`src/verilog/vga_timing_pkg.sv`:
```
// Video mode constants and counter types for the small simulation VGA mode
package vga_timing_pkg;

  // Horizontal periods in pixels with the visible region last
  localparam int H_FRONT   = 2;
  localparam int H_SYNC    = 4;
  localparam int H_BACK    = 2;
  localparam int H_VISIBLE = 16;
  localparam int H_TOTAL   = H_FRONT + H_SYNC + H_BACK + H_VISIBLE;

  // Vertical periods in lines with the visible region last
  localparam int V_FRONT   = 1;
  localparam int V_SYNC    = 2;
  localparam int V_BACK    = 1;
  localparam int V_VISIBLE = 8;
  localparam int V_TOTAL   = V_FRONT + V_SYNC + V_BACK + V_VISIBLE;

  // Window starts within each counter range
  localparam int H_SYNC_START = H_FRONT;
  localparam int H_VIS_START  = H_FRONT + H_SYNC + H_BACK;
  localparam int V_SYNC_START = V_FRONT;
  localparam int V_VIS_START  = V_FRONT + V_SYNC + V_BACK;

  // Sync pulses are active low

  typedef logic [7:0] h_count_t;
  typedef logic [7:0] v_count_t;

endpackage

```
`src/verilog/gfx_pkg.sv`:
```
// Pixel, colour, pattern and flow control types for the test-pattern path
package gfx_pkg;

  typedef logic [3:0]  color_t;
  typedef logic [11:0] pixel_t;        // {red, green, blue}

  typedef enum logic [1:0] {
    PAT_BARS,
    PAT_CHECKER,
    PAT_GRADIENT
  } pattern_e;

  localparam int FIFO_DEPTH  = 8;
  localparam int FIFO_ADDR_W = $clog2(FIFO_DEPTH);

  typedef logic [3:0]  credit_t;       // Holds 0..FIFO_DEPTH
  typedef logic [15:0] error_count_t;

  // Pattern rules for visible column x and row y:
  //   PAT_BARS     bar = x / 2 (8 bars); red, green, blue are all ones
  //                when bar bit 2, 1, 0 is set, zero otherwise
  //   PAT_CHECKER  white when x[1] != y[1], black otherwise
  //   PAT_GRADIENT red = x[3:0], green = y[3:0], blue = (x + y)[3:0]

endpackage

```
`src/verilog/gfx_pattern_gen.sv`:
```
// Raster-order test pattern generator pushing pixels under credit flow control
`timescale 1ns/1ps

module gfx_pattern_gen (
  input  logic              pixel_clk,
  input  logic              rst_n,
  input  logic              continuous_write,
  input  gfx_pkg::pattern_e pattern_sel,
  input  logic              credit_return,
  output logic              pixel_push,
  output gfx_pkg::pixel_t   pixel_data
);
  import gfx_pkg::*;
  import vga_timing_pkg::*;

  h_count_t x;
  v_count_t y;
  credit_t  credits;
  pattern_e frame_pattern;
  pattern_e cur_pattern;
  logic     frame_start;

  function automatic pixel_t pattern_pixel(input pattern_e pat, input h_count_t px,
                                           input v_count_t py);
    logic [2:0] bar;
    logic [7:0] sum;
    bar = px[3:1];
    sum = px + py;
    case (pat)
      PAT_BARS:     pattern_pixel = {{4{bar[2]}}, {4{bar[1]}}, {4{bar[0]}}};
      PAT_CHECKER:  pattern_pixel = (px[1] ^ py[1]) ? '1 : '0;
      PAT_GRADIENT: pattern_pixel = {px[3:0], py[3:0], sum[3:0]};
      default:      pattern_pixel = '0;
    endcase
  endfunction

  assign frame_start = (x == '0) && (y == '0);
  // First pixel of a frame takes the live selection
  assign cur_pattern = frame_start ? pattern_sel : frame_pattern;

  assign pixel_push = continuous_write && (credits != '0);
  assign pixel_data = pattern_pixel(cur_pattern, x, y);

  always_ff @(posedge pixel_clk) begin
    if (!rst_n) begin
      credits <= credit_t'(FIFO_DEPTH);
    end else begin
      credits <= credits + credit_t'(credit_return) - credit_t'(pixel_push);
    end
  end

  always_ff @(posedge pixel_clk) begin
    if (!rst_n) begin
      x             <= '0;
      y             <= '0;
      frame_pattern <= PAT_BARS;
    end else if (pixel_push) begin
      if (frame_start) frame_pattern <= pattern_sel;  // Held for the whole frame
      if (x == h_count_t'(H_VISIBLE - 1)) begin
        x <= '0;
        if (y == v_count_t'(V_VISIBLE - 1)) begin
          y <= '0;
        end else begin
          y <= y + 1'b1;
        end
      end else begin
        x <= x + 1'b1;
      end
    end
  end

endmodule

```
`src/verilog/gfx_pixel_fifo.sv`:
```
// Small circular pixel FIFO that hands back one credit per pop
`timescale 1ns/1ps

module gfx_pixel_fifo (
  input  logic            pixel_clk,
  input  logic            rst_n,
  input  logic            pixel_push,
  input  gfx_pkg::pixel_t pixel_data,
  input  logic            pixel_pop,
  output gfx_pkg::pixel_t head_pixel,
  output logic            fifo_empty,
  output logic            credit_return
);
  import gfx_pkg::*;

  pixel_t                 mem [FIFO_DEPTH];
  logic [FIFO_ADDR_W-1:0] wr_ptr;
  logic [FIFO_ADDR_W-1:0] rd_ptr;
  credit_t                count;

  // Depth is a power of two so the pointers wrap on their own
  always_ff @(posedge pixel_clk) begin
    if (pixel_push) mem[wr_ptr] <= pixel_data;
  end

  always_ff @(posedge pixel_clk) begin
    if (!rst_n) begin
      wr_ptr        <= '0;
      rd_ptr        <= '0;
      count         <= '0;
      credit_return <= 1'b0;
    end else begin
      if (pixel_push) wr_ptr <= wr_ptr + 1'b1;
      if (pixel_pop) rd_ptr <= rd_ptr + 1'b1;
      case ({pixel_push, pixel_pop})
        2'b10:   count <= count + 1'b1;
        2'b01:   count <= count - 1'b1;
        default: count <= count;
      endcase
      credit_return <= pixel_pop;  // Credit back one cycle after the pop
    end
  end

  assign head_pixel = mem[rd_ptr];
  assign fifo_empty = (count == '0);

endmodule

```
`src/verilog/vga_timing.sv`:
```
// Free-running VGA raster counters with sync and visible decode
`timescale 1ns/1ps

module vga_timing (
  input  logic                     pixel_clk,
  input  logic                     rst_n,
  output vga_timing_pkg::h_count_t h_count,
  output vga_timing_pkg::v_count_t v_count,
  output logic                     hsync_raw,
  output logic                     vsync_raw,
  output logic                     visible
);
  import vga_timing_pkg::*;

  logic h_in_sync;
  logic v_in_sync;

  always_ff @(posedge pixel_clk) begin
    if (!rst_n) begin
      h_count <= '0;
      v_count <= '0;
    end else if (h_count == h_count_t'(H_TOTAL - 1)) begin
      h_count <= '0;
      if (v_count == v_count_t'(V_TOTAL - 1)) begin
        v_count <= '0;
      end else begin
        v_count <= v_count + 1'b1;
      end
    end else begin
      h_count <= h_count + 1'b1;
    end
  end

  assign h_in_sync = (h_count >= h_count_t'(H_SYNC_START)) &&
                     (h_count < h_count_t'(H_SYNC_START + H_SYNC));
  assign v_in_sync = (v_count >= v_count_t'(V_SYNC_START)) &&
                     (v_count < v_count_t'(V_SYNC_START + V_SYNC));

  // Active low pulses
  assign hsync_raw = !h_in_sync;
  assign vsync_raw = !v_in_sync;

  // Visible window runs to the end of both ranges
  assign visible = (h_count >= h_count_t'(H_VIS_START)) &&
                   (v_count >= v_count_t'(V_VIS_START));

endmodule

```
`src/verilog/vga_pixel_out.sv`:
```
// VGA output stage popping the FIFO at visible positions and counting underflows
`timescale 1ns/1ps

module vga_pixel_out (
  input  logic                  pixel_clk,
  input  logic                  rst_n,
  input  logic                  visible,
  input  logic                  hsync_raw,
  input  logic                  vsync_raw,
  input  gfx_pkg::pixel_t       head_pixel,
  input  logic                  fifo_empty,
  output logic                  pixel_pop,
  output gfx_pkg::color_t       vga_red,
  output gfx_pkg::color_t       vga_grn,
  output gfx_pkg::color_t       vga_blu,
  output logic                  vga_hsync,
  output logic                  vga_vsync,
  output gfx_pkg::error_count_t error_count
);
  import gfx_pkg::*;

  logic underflow;

  assign pixel_pop = visible && !fifo_empty;
  assign underflow = visible && fifo_empty;

  always_ff @(posedge pixel_clk) begin
    if (!rst_n) begin
      vga_red     <= '0;
      vga_grn     <= '0;
      vga_blu     <= '0;
      vga_hsync   <= 1'b1;
      vga_vsync   <= 1'b1;
      error_count <= '0;
    end else begin
      vga_hsync <= hsync_raw;  // Same latency as the colours
      vga_vsync <= vsync_raw;
      if (pixel_pop) begin
        {vga_red, vga_grn, vga_blu} <= head_pixel;
      end else begin
        // Blanking or a missing pixel
        vga_red <= '0;
        vga_grn <= '0;
        vga_blu <= '0;
      end
      if (underflow && (error_count != '1)) begin
        error_count <= error_count + 1'b1;  // Saturates at all ones
      end
    end
  end

endmodule

```
`src/verilog/gfx_pattern_demo_top.sv`:
```
// Test-pattern subsystem top tying generator, pixel FIFO, timing and output stage
`timescale 1ns/1ps

module gfx_pattern_demo_top (
  input  logic                  pixel_clk,
  input  logic                  rst_n,
  input  logic                  continuous_write,
  input  gfx_pkg::pattern_e     pattern_sel,
  output gfx_pkg::color_t       vga_red,
  output gfx_pkg::color_t       vga_grn,
  output gfx_pkg::color_t       vga_blu,
  output logic                  vga_hsync,
  output logic                  vga_vsync,
  output gfx_pkg::error_count_t error_count
);
  import gfx_pkg::*;

  logic   pixel_push;
  pixel_t pixel_data;
  logic   credit_return;
  pixel_t head_pixel;
  logic   fifo_empty;
  logic   pixel_pop;
  logic   hsync_raw;
  logic   vsync_raw;
  logic   visible;

  gfx_pattern_gen gen_i (
    .pixel_clk       (pixel_clk),
    .rst_n           (rst_n),
    .continuous_write(continuous_write),
    .pattern_sel     (pattern_sel),
    .credit_return   (credit_return),
    .pixel_push      (pixel_push),
    .pixel_data      (pixel_data)
  );

  gfx_pixel_fifo fifo_i (
    .pixel_clk    (pixel_clk),
    .rst_n        (rst_n),
    .pixel_push   (pixel_push),
    .pixel_data   (pixel_data),
    .pixel_pop    (pixel_pop),
    .head_pixel   (head_pixel),
    .fifo_empty   (fifo_empty),
    .credit_return(credit_return)
  );

  // Raster position is only needed for debug probing
  vga_timing timing_i (
    .pixel_clk(pixel_clk),
    .rst_n    (rst_n),
    .h_count  (),
    .v_count  (),
    .hsync_raw(hsync_raw),
    .vsync_raw(vsync_raw),
    .visible  (visible)
  );

  vga_pixel_out out_i (
    .pixel_clk  (pixel_clk),
    .rst_n      (rst_n),
    .visible    (visible),
    .hsync_raw  (hsync_raw),
    .vsync_raw  (vsync_raw),
    .head_pixel (head_pixel),
    .fifo_empty (fifo_empty),
    .pixel_pop  (pixel_pop),
    .vga_red    (vga_red),
    .vga_grn    (vga_grn),
    .vga_blu    (vga_blu),
    .vga_hsync  (vga_hsync),
    .vga_vsync  (vga_vsync),
    .error_count(error_count)
  );

endmodule

```
`config.mk`:
```
export PLATFORM = sky130hd
export DESIGN_NAME = gfx_pattern_demo_top
export DESIGN_NICKNAME = d
export VERILOG_FILES = /design/src/verilog/vga_timing_pkg.sv /design/src/verilog/gfx_pkg.sv /design/src/verilog/gfx_pattern_gen.sv /design/src/verilog/gfx_pixel_fifo.sv /design/src/verilog/vga_timing.sv /design/src/verilog/vga_pixel_out.sv /design/src/verilog/gfx_pattern_demo_top.sv
export SDC_FILE = /design/constraint.sdc
export NUM_CORES = 1
export LEC_CHECK = 0
export BUFFER_PORTS_ARGS = -buffer_cell sky130_fd_sc_hd__buf_4
export CAP_MARGIN = 20
export CORE_MARGIN = 8
export CORE_UTILIZATION = 35
export CTS_BUF_LIST = sky130_fd_sc_hd__clkbuf_8 sky130_fd_sc_hd__clkbuf_16
export DETAILED_ROUTE_END_ITERATION = 10
export SYNTH_ARGS = -nofsm -noshare
export SYNTH_HDL_FRONTEND = slang
export SYNTH_SLANG_ARGS = --single-unit
```
`constraint.sdc`:
```
create_clock -name pixel_clk -period 7.43 [get_ports pixel_clk]
set_clock_uncertainty 0.05 [all_clocks]
set_input_delay 0.743 -clock pixel_clk [delete_from_list [all_inputs] [get_ports pixel_clk]]
set_output_delay 0.743 -clock pixel_clk [all_outputs]
set_load 0.01 [all_outputs]
```
# --- Yosys cells after proc, flatten, opt, wreduce, memory -nomap -nowiden ---
# Memories as Yosys holds them, arrays and structs flattened. A register that Yosys moved wholly into a read port is not among the register bits.
# Cells that the tools add are included.
totals:
  ramBits: 96
  n_memories: 1
  output_inout_bits: 30
  regBits: 67
  inputBits: 5
mem_list:
  columns: ["name", "words", "word_bits", "read_ports", "rd_clocked_by_memory_dff", "wr", "line", "source"]
  rows:
  - ["fifo_i.mem", 8, 12, 1, 1, 1, "gfx_pixel_fifo.sv:16", "pixel_t mem [FIFO_DEPTH];"]
op_classes:
  order_cmp: 6
  n_reduce_logical: 21
  bitwise_logic: 2
  muxes: 9
  n_eq_ne: 9
  n_addsub: 12
ops:
  columns: ["cell", "n"]
  rows:
  - ["12-bit one-hot mux with 3 select lines", 1]
  - ["8-bit by 1-bit adder with 8-bit output, second input constant", 4]
  - ["8-bit two-way mux", 3]
  - ["16-bit by 1-bit adder with 16-bit output, second input constant", 1]
  - ["8-bit by 4-bit == test with 1-bit output, second input constant", 2]
  - ["8-bit zero test", 2]
  - ["16-bit inequality test, second input constant", 1]
  - ["12-bit two-way mux", 1]
  - ["8-bit by 3-bit == test with 1-bit output, second input constant", 1]
  - ["8-bit by 5-bit == test with 1-bit output, second input constant", 1]
  - ["8-bit by 1-bit >= comparator with 1-bit output, second input constant", 1]
  - ["8-bit by 2-bit >= comparator with 1-bit output, second input constant", 1]
  - ["8-bit by 3-bit >= comparator with 1-bit output, second input constant", 1]
  - ["8-bit by 4-bit >= comparator with 1-bit output, second input constant", 1]
  - ["1-bit logical AND", 8]
  - ["8-bit by 2-bit less-than comparator with 1-bit output, second input constant", 1]
  - ["8-bit by 3-bit less-than comparator with 1-bit output, second input constant", 1]
  - ["4-bit one-hot mux with 2 select lines", 1]
  - ["3-bit by 1-bit adder with 3-bit output, second input constant", 2]
  - ["4-bit by 1-bit adder with 4-bit output", 1]
  - ["4-bit by 1-bit adder with 4-bit output, second input constant", 1]
  - ["4-bit adder", 1]
  - ["2-bit by 1-bit == test with 1-bit output, second input constant", 2]
  - ["2-bit == test, second input constant", 2]
  - ["other kinds (13)", 18]

# --- Depth between registers and ports, before layout ---
# Gate-level depths: netlist (run 1).
logic_depth:
  depth_word: 5
  ltp_mapped: 14
  depth_no_buf: 12

# --- Modules after synthesis ---
# A second synthesis (run 1) with hierarchy kept.
unflattened:
  cells_unflattened: 603
  hier_area_um2: 7920.1
by_module_without_submodules:
  columns: ["module", "instances", "cells_per_inst", "area_per_inst_um2", "seq_area_each_um2"]
  rows:
  - ["gfx_pixel_fifo", 1, 210, 4359.2, 3163.0]
  - ["gfx_pattern_gen", 1, 170, 1502.7, 440.4]
  - ["vga_pixel_out", 1, 131, 1258.7, 600.6]
  - ["vga_timing", 1, 92, 799.5, 320.3]

# --- Worst setup path before layout (run 1) ---
# Ideal clock, no wire load.
synth_timing:
  path_kind: "flip-flop to flip-flop"
  start: "register gen_i.credits[2]"
  end: "memory fifo_i.mem[4][0] (netlist name), enable pin"
  path_buffers: 2
  arrival_time_ps: 2477
  setup_time_ps: 396
  slack_ps: 4507
  period_less_slack_ps: 2923
  path_stages_with_launch: 10
  cell_sequence: "dfxtp_1 inv_1 ha_1 nor3b_1 nand2b_1 clkbuf_1 inv_1 buf_1 nand2_1 nor3_1"
synth_between:
  elab_chain_len: 4
synth_lines:
  columns: ["element", "line", "source"]
  rows:
  - ["from (decl)", "gfx_pattern_gen.sv:18", "credit_t credits;"]
  - ["from (signal assigned)", "gfx_pattern_gen.sv:46", "credits <= credit_t'(FIFO_DEPTH);"]
  - ["from (signal assigned)", "gfx_pattern_gen.sv:48", "credits <= credits + credit_t'(credit_return) - credit_t'(pixel_push);"]
  - ["4-bit nonzero test", "gfx_pattern_gen.sv:41", "assign pixel_push = continuous_write && (credits != '0);"]
  - ["1-bit logical AND", "gfx_pattern_gen.sv:41", null]
  - ["via fifo_i.pixel_push", "gfx_pixel_fifo.sv:7", "input logic pixel_push,"]
  - ["1-bit two-way mux", "gfx_pixel_fifo.sv:23", "if (pixel_push) mem[wr_ptr] <= pixel_data;"]
  - ["1-bit two-way mux (implied by the code)", "gfx_pixel_fifo.sv:23", null]
  - ["to (decl)", "gfx_pixel_fifo.sv:16", null]
# The timed path passes the listed nets, and every way through them passes these cells.

# --- Final worst setup path (run 1) ---
layout_timing:
  start: "register gen_i.credits[2]"
  end: "register gen_i.credits[2]"
layout_between:
  elab_chain_len: 3
layout_lines:
  columns: ["element", "line"]
  rows:
  - ["branches (longest 2 deep; another with 4-bit by 1-bit adder with 4-bit output)", null]
  - ["4-bit by 1-bit subtractor with 4-bit output *", "gfx_pattern_gen.sv:48"]
# Every way passes the cells marked *.
# A chain may end at the register's enable or synchronous reset.

==> results of run 1 <==
-- metal layers --
metal | wire length [um] | global-route usage (%) | vias to the layer above
met5 | 0 | 0 | -
met4 | 183 | 3.59 | 0
met3 | 429 | 3.13 | 13
met2 | 7270 | 19.8 | 70
met1 | 6840 | 13.9 | 2277
li1 | - | - | 2257
-- registers in the layout (all words and copies together), names as in the netlist, 2 cells and up --
signal and cells:
gen_i.x 8, timing_i.v_count 8, fifo_i.rd_ptr 3, timing_i.h_count 8, fifo_i.count 4, out_i.vga_grn 4, fifo_i.wr_ptr 3, out_i.vga_red 4
gen_i.credits 4, gen_i.y 8, out_i.error_count 16, out_i.vga_blu 4, fifo_i.mem 96, gen_i.frame_pattern 2
-- metrics by stage --
step	setup WS (ns)	area, um2	hold WS [ns]	utilization (%)
final	4.26	8780	0.399	40.8
after global routing	3.96	8780	0.421	40.8
after CTS	4.25	8750	0.404	40.6
after detailed placement	4.27	8120	0.397	37.7
after global placement	4.43	8120	0.381	37.7
after floorplan	4.51	7570	0.363	-
-- cells by family (layout without fill, tap and decap cells) --
group,count (synthesis),after routing
simple gates,195,195
flops,175,175
compound gates,66,66
mux,49,49
buf+inv,48,97
xor+xnor,38,38
fa+ha+maj,25,25
-- final cells by class --
class / count / area (um2) / area share, %
repair buffers: 44 / 338 / 3.85
clock inverters: 14 / 196 / 2.24
flip-flops and latches: 175 / 4460 / 50.8
well taps: 280 / 350 / 3.99
clock buffers: 18 / 439 / 5.00
inverters: 21 / 78.8 / 0.897
multi-input cells: 373 / 2920 / 33.2
-- synth_stat cells (all sizes together) (4+ instances only) --
cell type	n	area [um2]
edfxtp	96	2880
dfxtp	79	1580
nor2	63	239
nand2	37	139
xor2	26	228
mux4	24	541
a21oi	23	149
ha	23	288
mux2i	23	234
inv	20	75.1
nand3	18	90.1
clkbuf	17	63.8
nor3	13	70.1
a21o	12	90.1
nand2b	12	75.1
nand4	12	75.1
o21ai	12	60.1
xnor2	12	105
or4	11	90.1
buf	10	65.1
nor4	8	56.3
or3	6	37.5
o31ai	5	37.5
and3	4	25.0
-- power breakdown --
group	internal, uW	switching [uW]	total [uW]
clock	553	396	949
combinational	98.0	137	235
sequential	1090	32.7	1120
total	1740	566	2310
-- worst min-delay path by stage --
stage | slack (ns) | depth (start not counted) | to | start
floorplan | 0.36 | 1 | timing_i.h_count[0] | timing_i.h_count[0]
global placement | 0.38 | 1 | timing_i.h_count[0] | timing_i.h_count[0]
detailed placement | 0.40 | 1 | timing_i.h_count[0] | timing_i.h_count[0]
CTS | 0.40 | 1 | timing_i.h_count[0] | timing_i.h_count[0]
global route | 0.42 | 1 | timing_i.h_count[0] | timing_i.h_count[0]
finish | 0.40 | 1 | timing_i.h_count[0] | timing_i.h_count[0]
-- critical path, stage by stage, from the launching register on --
cell and delay (ns):
sky130_fd_sc_hd__dfxtp_1 0.31, sky130_fd_sc_hd__inv_1 0.08, sky130_fd_sc_hd__ha_1 0.16, sky130_fd_sc_hd__nor3b_1 0.41
sky130_fd_sc_hd__nand2b_1 0.46, sky130_fd_sc_hd__inv_1 0.34, sky130_fd_sc_hd__ha_1 0.37, sky130_fd_sc_hd__inv_1 0.07
sky130_fd_sc_hd__ha_1 0.15, sky130_fd_sc_hd__inv_1 0.05, sky130_fd_sc_hd__fa_1 0.37, sky130_fd_sc_hd__xor2_1 0.15
sky130_fd_sc_hd__nor2_1 0.06
==> results_tabular.tex, run 1 <==
\begin{tabular}{lr}
\hline
Metric & Value \\
\hline
\multicolumn{2}{l}{\textbf{Run status}} \\
Status & finished, final reports clean \\
\multicolumn{2}{l}{\textbf{Global routing}} \\
Global-route wire length before repair & approximately 24,000 um \\
Vias in the first global route & between 4,000 and 5,000 \\
Total overflow reported by the global router & 0 \\
Largest net degree at the start of global routing & 29 \\
Global Route Usage Sum & 11.5\% \\
Number of antenna violations at the first check in global routing & 0 \\
\multicolumn{2}{l}{\textbf{Timing}} \\
Period utilization & 42.6\% \\
Tightest slew margin relative to the limit & 28.1\% \\
Number of pins exceeding their max-slew limit in the final report & 0 \\
Number of setup violations in the final report & 0 \\
Final Critical Period & between 3 and 4 ns \\
Transition time at the pin with the least slew margin & 1.07 ns \\
Setup TNS after final layout & 0 ns \\
Number of endpoints with negative hold slack in the final report & 0 \\
RSZ-0062 raised after global routing & no \\
Peak Freq & approximately 320 MHz \\
\multicolumn{2}{l}{\textbf{Route}} \\
Residual DRC & 0 \\
Overall routed net length & approximately 15,000 um \\
Number of antenna-violating nets in the routed design & 0 \\
Post-detailed-route wirelength per cell & between 15 and 20 um \\
Number of vias per cell after detailed routing & about 5 \\
Number of DRC markers in iteration 0 & between 200 and 250 \\
Number of vias after detailed routing & 4,617 \\
First-pass iteration count of the detailed router & 4 \\
\multicolumn{2}{l}{\textbf{Clock tree}} \\
Number of resized instances in the post-cts repair step & 0 \\
Count of hold buffers inserted by post-cts repair & 0 \\
CTS clock-pin slew for the worst setup and hold paths & roughly 0.07 ns \\
Maximum level of the CTS H-tree & 4 \\
Num CTS Buffers & 17 \\
Sink Count & $\sim$180 \\
Number of buffers on the longest clock path & 2 \\
Setup Buffers After CTS & 0 \\
Clock latency reported for the late side of the worst-skew pair & 0.42 ns \\
Clock tree from TritonCTS & built \\
CTS root buffer & sky130\_fd\_sc\_hd\_\_clkbuf\_16 \\
\multicolumn{2}{l}{\textbf{Floorplanning}} \\
Effective utilization at floorplan & 35.1\% \\
Placeable core area & around 22,000 um2 \\
Full die area & 26,600 um2 \\
Overall die width & approximately 160 um \\
Y dimension of the die & between 150 and 200 um \\
Number of rows created at floorplan & 54 \\
Boundary Pins & 35 \\
\multicolumn{2}{l}{\textbf{Setup path}} \\
Sort of element at the start of the critical path & register \\
Critical path class & register to register \\
Endpoint of the most critical setup path & gen\_i.credits[2] \\
Reg2Reg Capture Point & gen\_i.credits[2] \\
Timing startpoint of the critical path & gen\_i.credits[2] \\
Maximum fanout along the worst path & 14 \\
Worst reg-to-reg setup slack & $\sim$4.3 ns \\
Data required, critical path & between 7 and 8 ns \\
Launching point of the worst reg2reg path & gen\_i.credits[2] \\
Worst r2r path cells & 12 \\
Critical Path AT & between 3 and 4 ns \\
Critical Path Sink Type & register \\
\multicolumn{2}{l}{\textbf{Yosys}} \\
Post-synthesis async set-or-reset flop share & 0\% \\
Cell area after technology mapping & about 7600 um2 \\
Yosys warning count & 0 \\
XOR/XNOR Fraction of Synth Area & between 4 and 5\% \\
Synthesized area per cell & roughly 13 um2 \\
Number of distinct library cells after synthesis & between 50 and 60 \\
Top FF cell, synth & sky130\_fd\_sc\_hd\_\_edfxtp\_1 \\
Synthesized instance count & roughly 600 \\
Post-synthesis share of cell area spent on and, or, nand and nor gates & a little over an eighth \\
EDFF count, synth & between 90 and 100 \\
Combinational family with the most area after synthesis & simple AND/OR/NAND/NOR gates \\
Net count of the mapped netlist & about 630 \\
Share of the yosys chip area belonging to registers & 58.9\% \\
Adder-cell share of the synthesized area & 4.33\% \\
Synthesis-stage register bit count & roughly 180 \\
Synth Area in Compound Gates & about 6\% \\
Multiplexer share of the synthesized area & a little over a tenth \\
\multicolumn{2}{l}{\textbf{Power and ir drop}} \\
Leak pwr & around 0.0032 uW \\
Ratio of total power to cell area & $\sim$260 nW/um2 \\
Peak supply drop & approximately 150 uV \\
Tot Pwr & roughly 2300 uW \\
\multicolumn{2}{l}{\textbf{Finish}} \\
Antenna cells & 0 \\
Most frequent cells in the layout & 96 x sky130\_fd\_sc\_hd\_\_edfxtp\_1, 79 x sky130\_fd\_sc\_hd\_\_dfxtp\_1, 62 x sky130\_fd\_sc\_hd\_\_nor2\_1 \\
Layout area overhead & 16.0\% \\
Final nets & roughly 660 \\
Leading cell type in the layout, fill and taps excluded & sky130\_fd\_sc\_hd\_\_edfxtp\_1 \\
Proportion of layout cells with a drive suffix above 1 & between 15 and 20\% \\
Final cell count without fillers & just over 900 \\
Fill cells & 1,975 \\
\multicolumn{2}{l}{\textbf{Placed design}} \\
Port Buffer Count & 34 \\
Final GP Congestion & 0.798 \\
Final HPWL DP & approximately 9600 um \\
Number of placed cells counting well taps & just under 900 \\
\multicolumn{2}{l}{\textbf{Worst hold path}} \\
Classification of the worst-slack hold path & register to register \\
\multicolumn{2}{l}{\textbf{Job}} \\
Maxcap violations & 0 \\
\hline
\end{tabular}
Power figures use the tool's default switching activity.
==> run 2: changes to the inputs <==
ABC_AREA = 1   (was default)
clock period = 2.9 ns   (was 7.43 ns; I/O delays follow)
==> results_tabular.tex, run 2 <==
\begin{tabular}{lr}
\hline
Metric & Value \\
\hline
\multicolumn{2}{l}{\textbf{Run status}} \\
Status & finished, final reports clean \\
\multicolumn{2}{l}{\textbf{Floorplanning}} \\
Full die area & 27,900 um2 (+5.1\%) \\
Number of rows created at floorplan & 55 (+1.9\%) \\
Y dimension of the die & 167 um (+2.5\%) \\
Boundary Pins & 35 (unchanged) \\
Effective utilization at floorplan & 35.4\% (+0.30 points) \\
Overall die width & 167 um (+2.5\%) \\
Placeable core area & 22,600 um2 (+4.7\%) \\
\multicolumn{2}{l}{\textbf{Clock tree}} \\
Clock tree from TritonCTS & built \\
CTS clock-pin slew for the worst setup and hold paths & 0.06 ns (about the same) \\
Sink Count & 175 (unchanged) \\
Maximum level of the CTS H-tree & 4 (unchanged) \\
Num CTS Buffers & 17 (unchanged) \\
Number of resized instances in the post-cts repair step & 0 (unchanged) \\
CTS root buffer & sky130\_fd\_sc\_hd\_\_clkbuf\_16 \\
Setup Buffers After CTS & 0 (unchanged) \\
Clock latency reported for the late side of the worst-skew pair & 0.42 ns (about the same) \\
Count of hold buffers inserted by post-cts repair & 0 (unchanged) \\
Number of buffers on the longest clock path & 2 (unchanged) \\
\multicolumn{2}{l}{\textbf{Route}} \\
Amount of wire on met3 after detailed routing & 705 um (+64\%) \\
Sum of met2 wire segment lengths after detailed routing & 7920 um (+8.9\%) \\
Routed metal-1 wirelength & 8140 um (+19\%) \\
Number of antenna-violating nets in the routed design & 0 (unchanged) \\
Number of DRC markers in iteration 0 & 469 (+96\%) \\
Uppermost layer routed & met4 \\
Residual DRC & 0 (unchanged) \\
Post-detailed-route wirelength per cell & 13.9 um (-13\%) \\
Overall routed net length & 17,100 um (+16\%) \\
Number of vias after detailed routing & 5,919 (+28\%) \\
Number of vias per cell after detailed routing & 4.82 (-3.5\%) \\
First-pass iteration count of the detailed router & 5 (+1) \\
\multicolumn{2}{l}{\textbf{Yosys}} \\
Synth top area share & 36.0\% (-2.0 points) \\
Leading post-synthesis cells by cell area & sky130\_fd\_sc\_hd\_\_edfxtp\_1 36\%, sky130\_fd\_sc\_hd\_\_dfxtp\_1 20\%, sky130\_fd\_sc\_hd\_\_nor2\_1 7.2\% \\
Cell area after technology mapping & 8000 um2 (+5.6\%) \\
Yosys warning count & 0 (unchanged) \\
Synthesized area per cell & 8.99 um2 (-29\%) \\
Top cells by count, synth & 154 x sky130\_fd\_sc\_hd\_\_nor2\_1, 146 x sky130\_fd\_sc\_hd\_\_nand2\_1, 96 x sky130\_fd\_sc\_hd\_\_edfxtp\_1 \\
Number of distinct library cells after synthesis & 42 (-25\%) \\
Share of the yosys chip area belonging to registers & 55.8\% (-3.1 points) \\
Net count of the mapped netlist & 920 (+47\%) \\
Synthesis-stage register bit count & 175 (unchanged) \\
EDFF count, synth & 96 (unchanged) \\
Yosys top cell by area & sky130\_fd\_sc\_hd\_\_edfxtp\_1 \\
Synthesized instance count & 890 (+49\%) \\
Most repeated cell in the gate-level netlist after synthesis & sky130\_fd\_sc\_hd\_\_nor2\_1 \\
Post-synthesis async set-or-reset flop share & 0\% (unchanged) \\
Top FF cell, synth & sky130\_fd\_sc\_hd\_\_edfxtp\_1 \\
\multicolumn{2}{l}{\textbf{Finish}} \\
Number of flip-flops under the largest register name & 96 (unchanged) \\
Most frequent cells in the layout & 154 x sky130\_fd\_sc\_hd\_\_nor2\_1, 146 x sky130\_fd\_sc\_hd\_\_nand2\_1, 96 x sky130\_fd\_sc\_hd\_\_edfxtp\_1 \\
Final standard cell area without fillers & 9110 um2 (+3.7\%) \\
Area occupied by registers & 4460 um2 (unchanged) \\
Final nets & 961 (+45\%) \\
Fill cells & 2,232 (+13\%) \\
Util after Layout & 40.4\% (-0.39 points) \\
Leading cell type in the layout, fill and taps excluded & sky130\_fd\_sc\_hd\_\_nor2\_1 \\
Proportion of layout cells with a drive suffix above 1 & 11.7\% (-6.3 points) \\
Area used by multi-input combinational logic & 3080 um2 (+5.6\%) \\
Antenna cells & 0 (unchanged) \\
Layout area overhead & 13.9\% \\
Register with the most flip-flops & fifo\_i.mem \\
Final cell count without fillers & 1,229 (+33\%) \\
Largest registers & fifo\_i.mem x96, out\_i.error\_count x16 \\
\multicolumn{2}{l}{\textbf{Placed design}} \\
Port Buffer Count & 34 (unchanged) \\
Final HPWL DP & 11,000 um (+14\%) \\
Area after detailed placement & 8570 um2 (+5.6\%) \\
Number of placed cells counting well taps & 1,197 (+34\%) \\
Final GP Congestion & 0.812 (+1.7\%) \\
\multicolumn{2}{l}{\textbf{Setup path}} \\
Timing startpoint of the critical path & gen\_i.credits[2] \\
Sort of element at the start of the critical path & register \\
Critical path class & register to register \\
Maximum fanout along the worst path & 18 (+4) \\
Critical Path AT & 2.59 ns (-0.83 ns) \\
Launching point of the worst reg2reg path & gen\_i.credits[2] \\
Data required, critical path & 3.14 ns (-4.55 ns) \\
Critical Path Sink Type & register \\
\multicolumn{2}{l}{\textbf{Timing}} \\
Peak Freq & 426 MHz (+35\%) \\
RSZ-0062 raised after global routing & no \\
Number of setup violations in the final report & 0 (unchanged) \\
Transition time at the pin with the least slew margin & 0.624 ns (-0.447 ns) \\
Number of endpoints with negative hold slack in the final report & 0 (unchanged) \\
Number of pins exceeding their max-slew limit in the final report & 0 (unchanged) \\
Final Critical Period & 2.35 ns (-0.820 ns) \\
Setup TNS after final layout & 0 ns (unchanged) \\
Period utilization & 80.9\% (+38 points) \\
Tightest slew margin relative to the limit & 58.0\% (+30 points) \\
\multicolumn{2}{l}{\textbf{Worst hold path}} \\
HP Start & pattern\_sel[0] \\
Classification of the worst-slack hold path & input pin to register \\
\multicolumn{2}{l}{\textbf{Power and ir drop}} \\
Leak pwr & 0.00353 uW (+11\%) \\
Ratio of total power to cell area & 617 nW/um2 (+130\%) \\
Tot Pwr & 5620 uW (+140\%) \\
Peak supply drop & 372 uV (+150\%) \\
\multicolumn{2}{l}{\textbf{Global routing}} \\
Number of antenna violations at the first check in global routing & 0 (unchanged) \\
Global Route Usage Sum & 12.6\% (+1.1 points) \\
Total overflow reported by the global router & 0 (unchanged) \\
Global-route wire length before repair & 28,800 um (+18\%) \\
Largest net degree at the start of global routing & 51 (+76\%) \\
Vias in the first global route & 5,720 (+19\%) \\
\multicolumn{2}{l}{\textbf{Job}} \\
Maxcap violations & 0 (unchanged) \\
\hline
\end{tabular}
[run 2: cell count changes in the layout (fill, tap and decap cells not counted), sizes merged, moves of 8 or more]
cell,delta
nand2,+119
nor2,+100
o21ai,+81
inv,+49
nand3,+45
a21oi,+31
mux4,-24
mux2i,-23
xor2,-14
nand2b,-12
a21o,-11
or4,-11
buf,+9
nor4,-8
[run 2: layout make-up]
class                   count  share of cell area [%]
repair buffers             53                    4.37
clock inverters            15                    1.22
inverters                  73                    3.03
multi-input cells         611                    33.8
clock buffers              17                    4.67
flip-flops and latches    175                    49.0
well taps                 285                    3.91
[run 2: metal layers]
layer  vias to the layer above  track usage [%]
met5                         -                0
met4                         0             4.58
met3                        18             2.77
met2                        91             20.6
met1                      2744             16.2
li1                       3066                -
[run 2: report_power, final]
part	switching, uW	internal [uW]	leakage [uW]
Clock	995	1110	0.000259
Combinational	433	206	0.00174
Sequential	65.9	2810	0.00153
[run 2: path summary, 6_finish.rpt]
| path | end | slack [ns] | cells past startpoint |
|---|---|---|---|
| min reg2reg | timing_i.h_count[0] | 0.42 | 1 |
| min | gen_i.frame_pattern[0] | 0.26 | 5 |
| max reg2reg | gen_i.credits[2] | 0.55 | 12 |
| max | gen_i.credits[2] | 0.55 | 12 |
[run 2: cell families after synthesis]
logic type               share of synthesized area (%)
flip-flops                                        55.8
AO/OA/AOI/OAI                                     10.3
adder cells (fa/ha/maj)                           4.10
buffers and inverters                             5.69
AND/OR/NAND/NOR                                   22.1
XOR/XNOR                                          1.97
[run 2: metrics by stage]
stage                     hold slack (ns)  worst slack (ns)
final                               0.261             0.554
after global routing                0.304             0.332
after CTS                           0.268             0.534
after detailed placement            0.407             0.545
after global placement              0.395             0.654
after floorplan                     0.380             0.919
[run 2: critical path: stages, from the launching register on]
cell,delay (ns)
sky130_fd_sc_hd__dfxtp_1,0.31
sky130_fd_sc_hd__inv_1,0.05
sky130_fd_sc_hd__ha_1,0.19
sky130_fd_sc_hd__nand2_1,0.07
sky130_fd_sc_hd__nand2_2,0.19
sky130_fd_sc_hd__inv_2,0.26
sky130_fd_sc_hd__ha_1,0.27
sky130_fd_sc_hd__inv_1,0.06
sky130_fd_sc_hd__ha_1,0.14
sky130_fd_sc_hd__inv_1,0.06
sky130_fd_sc_hd__fa_1,0.37
sky130_fd_sc_hd__xor2_1,0.15
sky130_fd_sc_hd__nor2_1,0.05
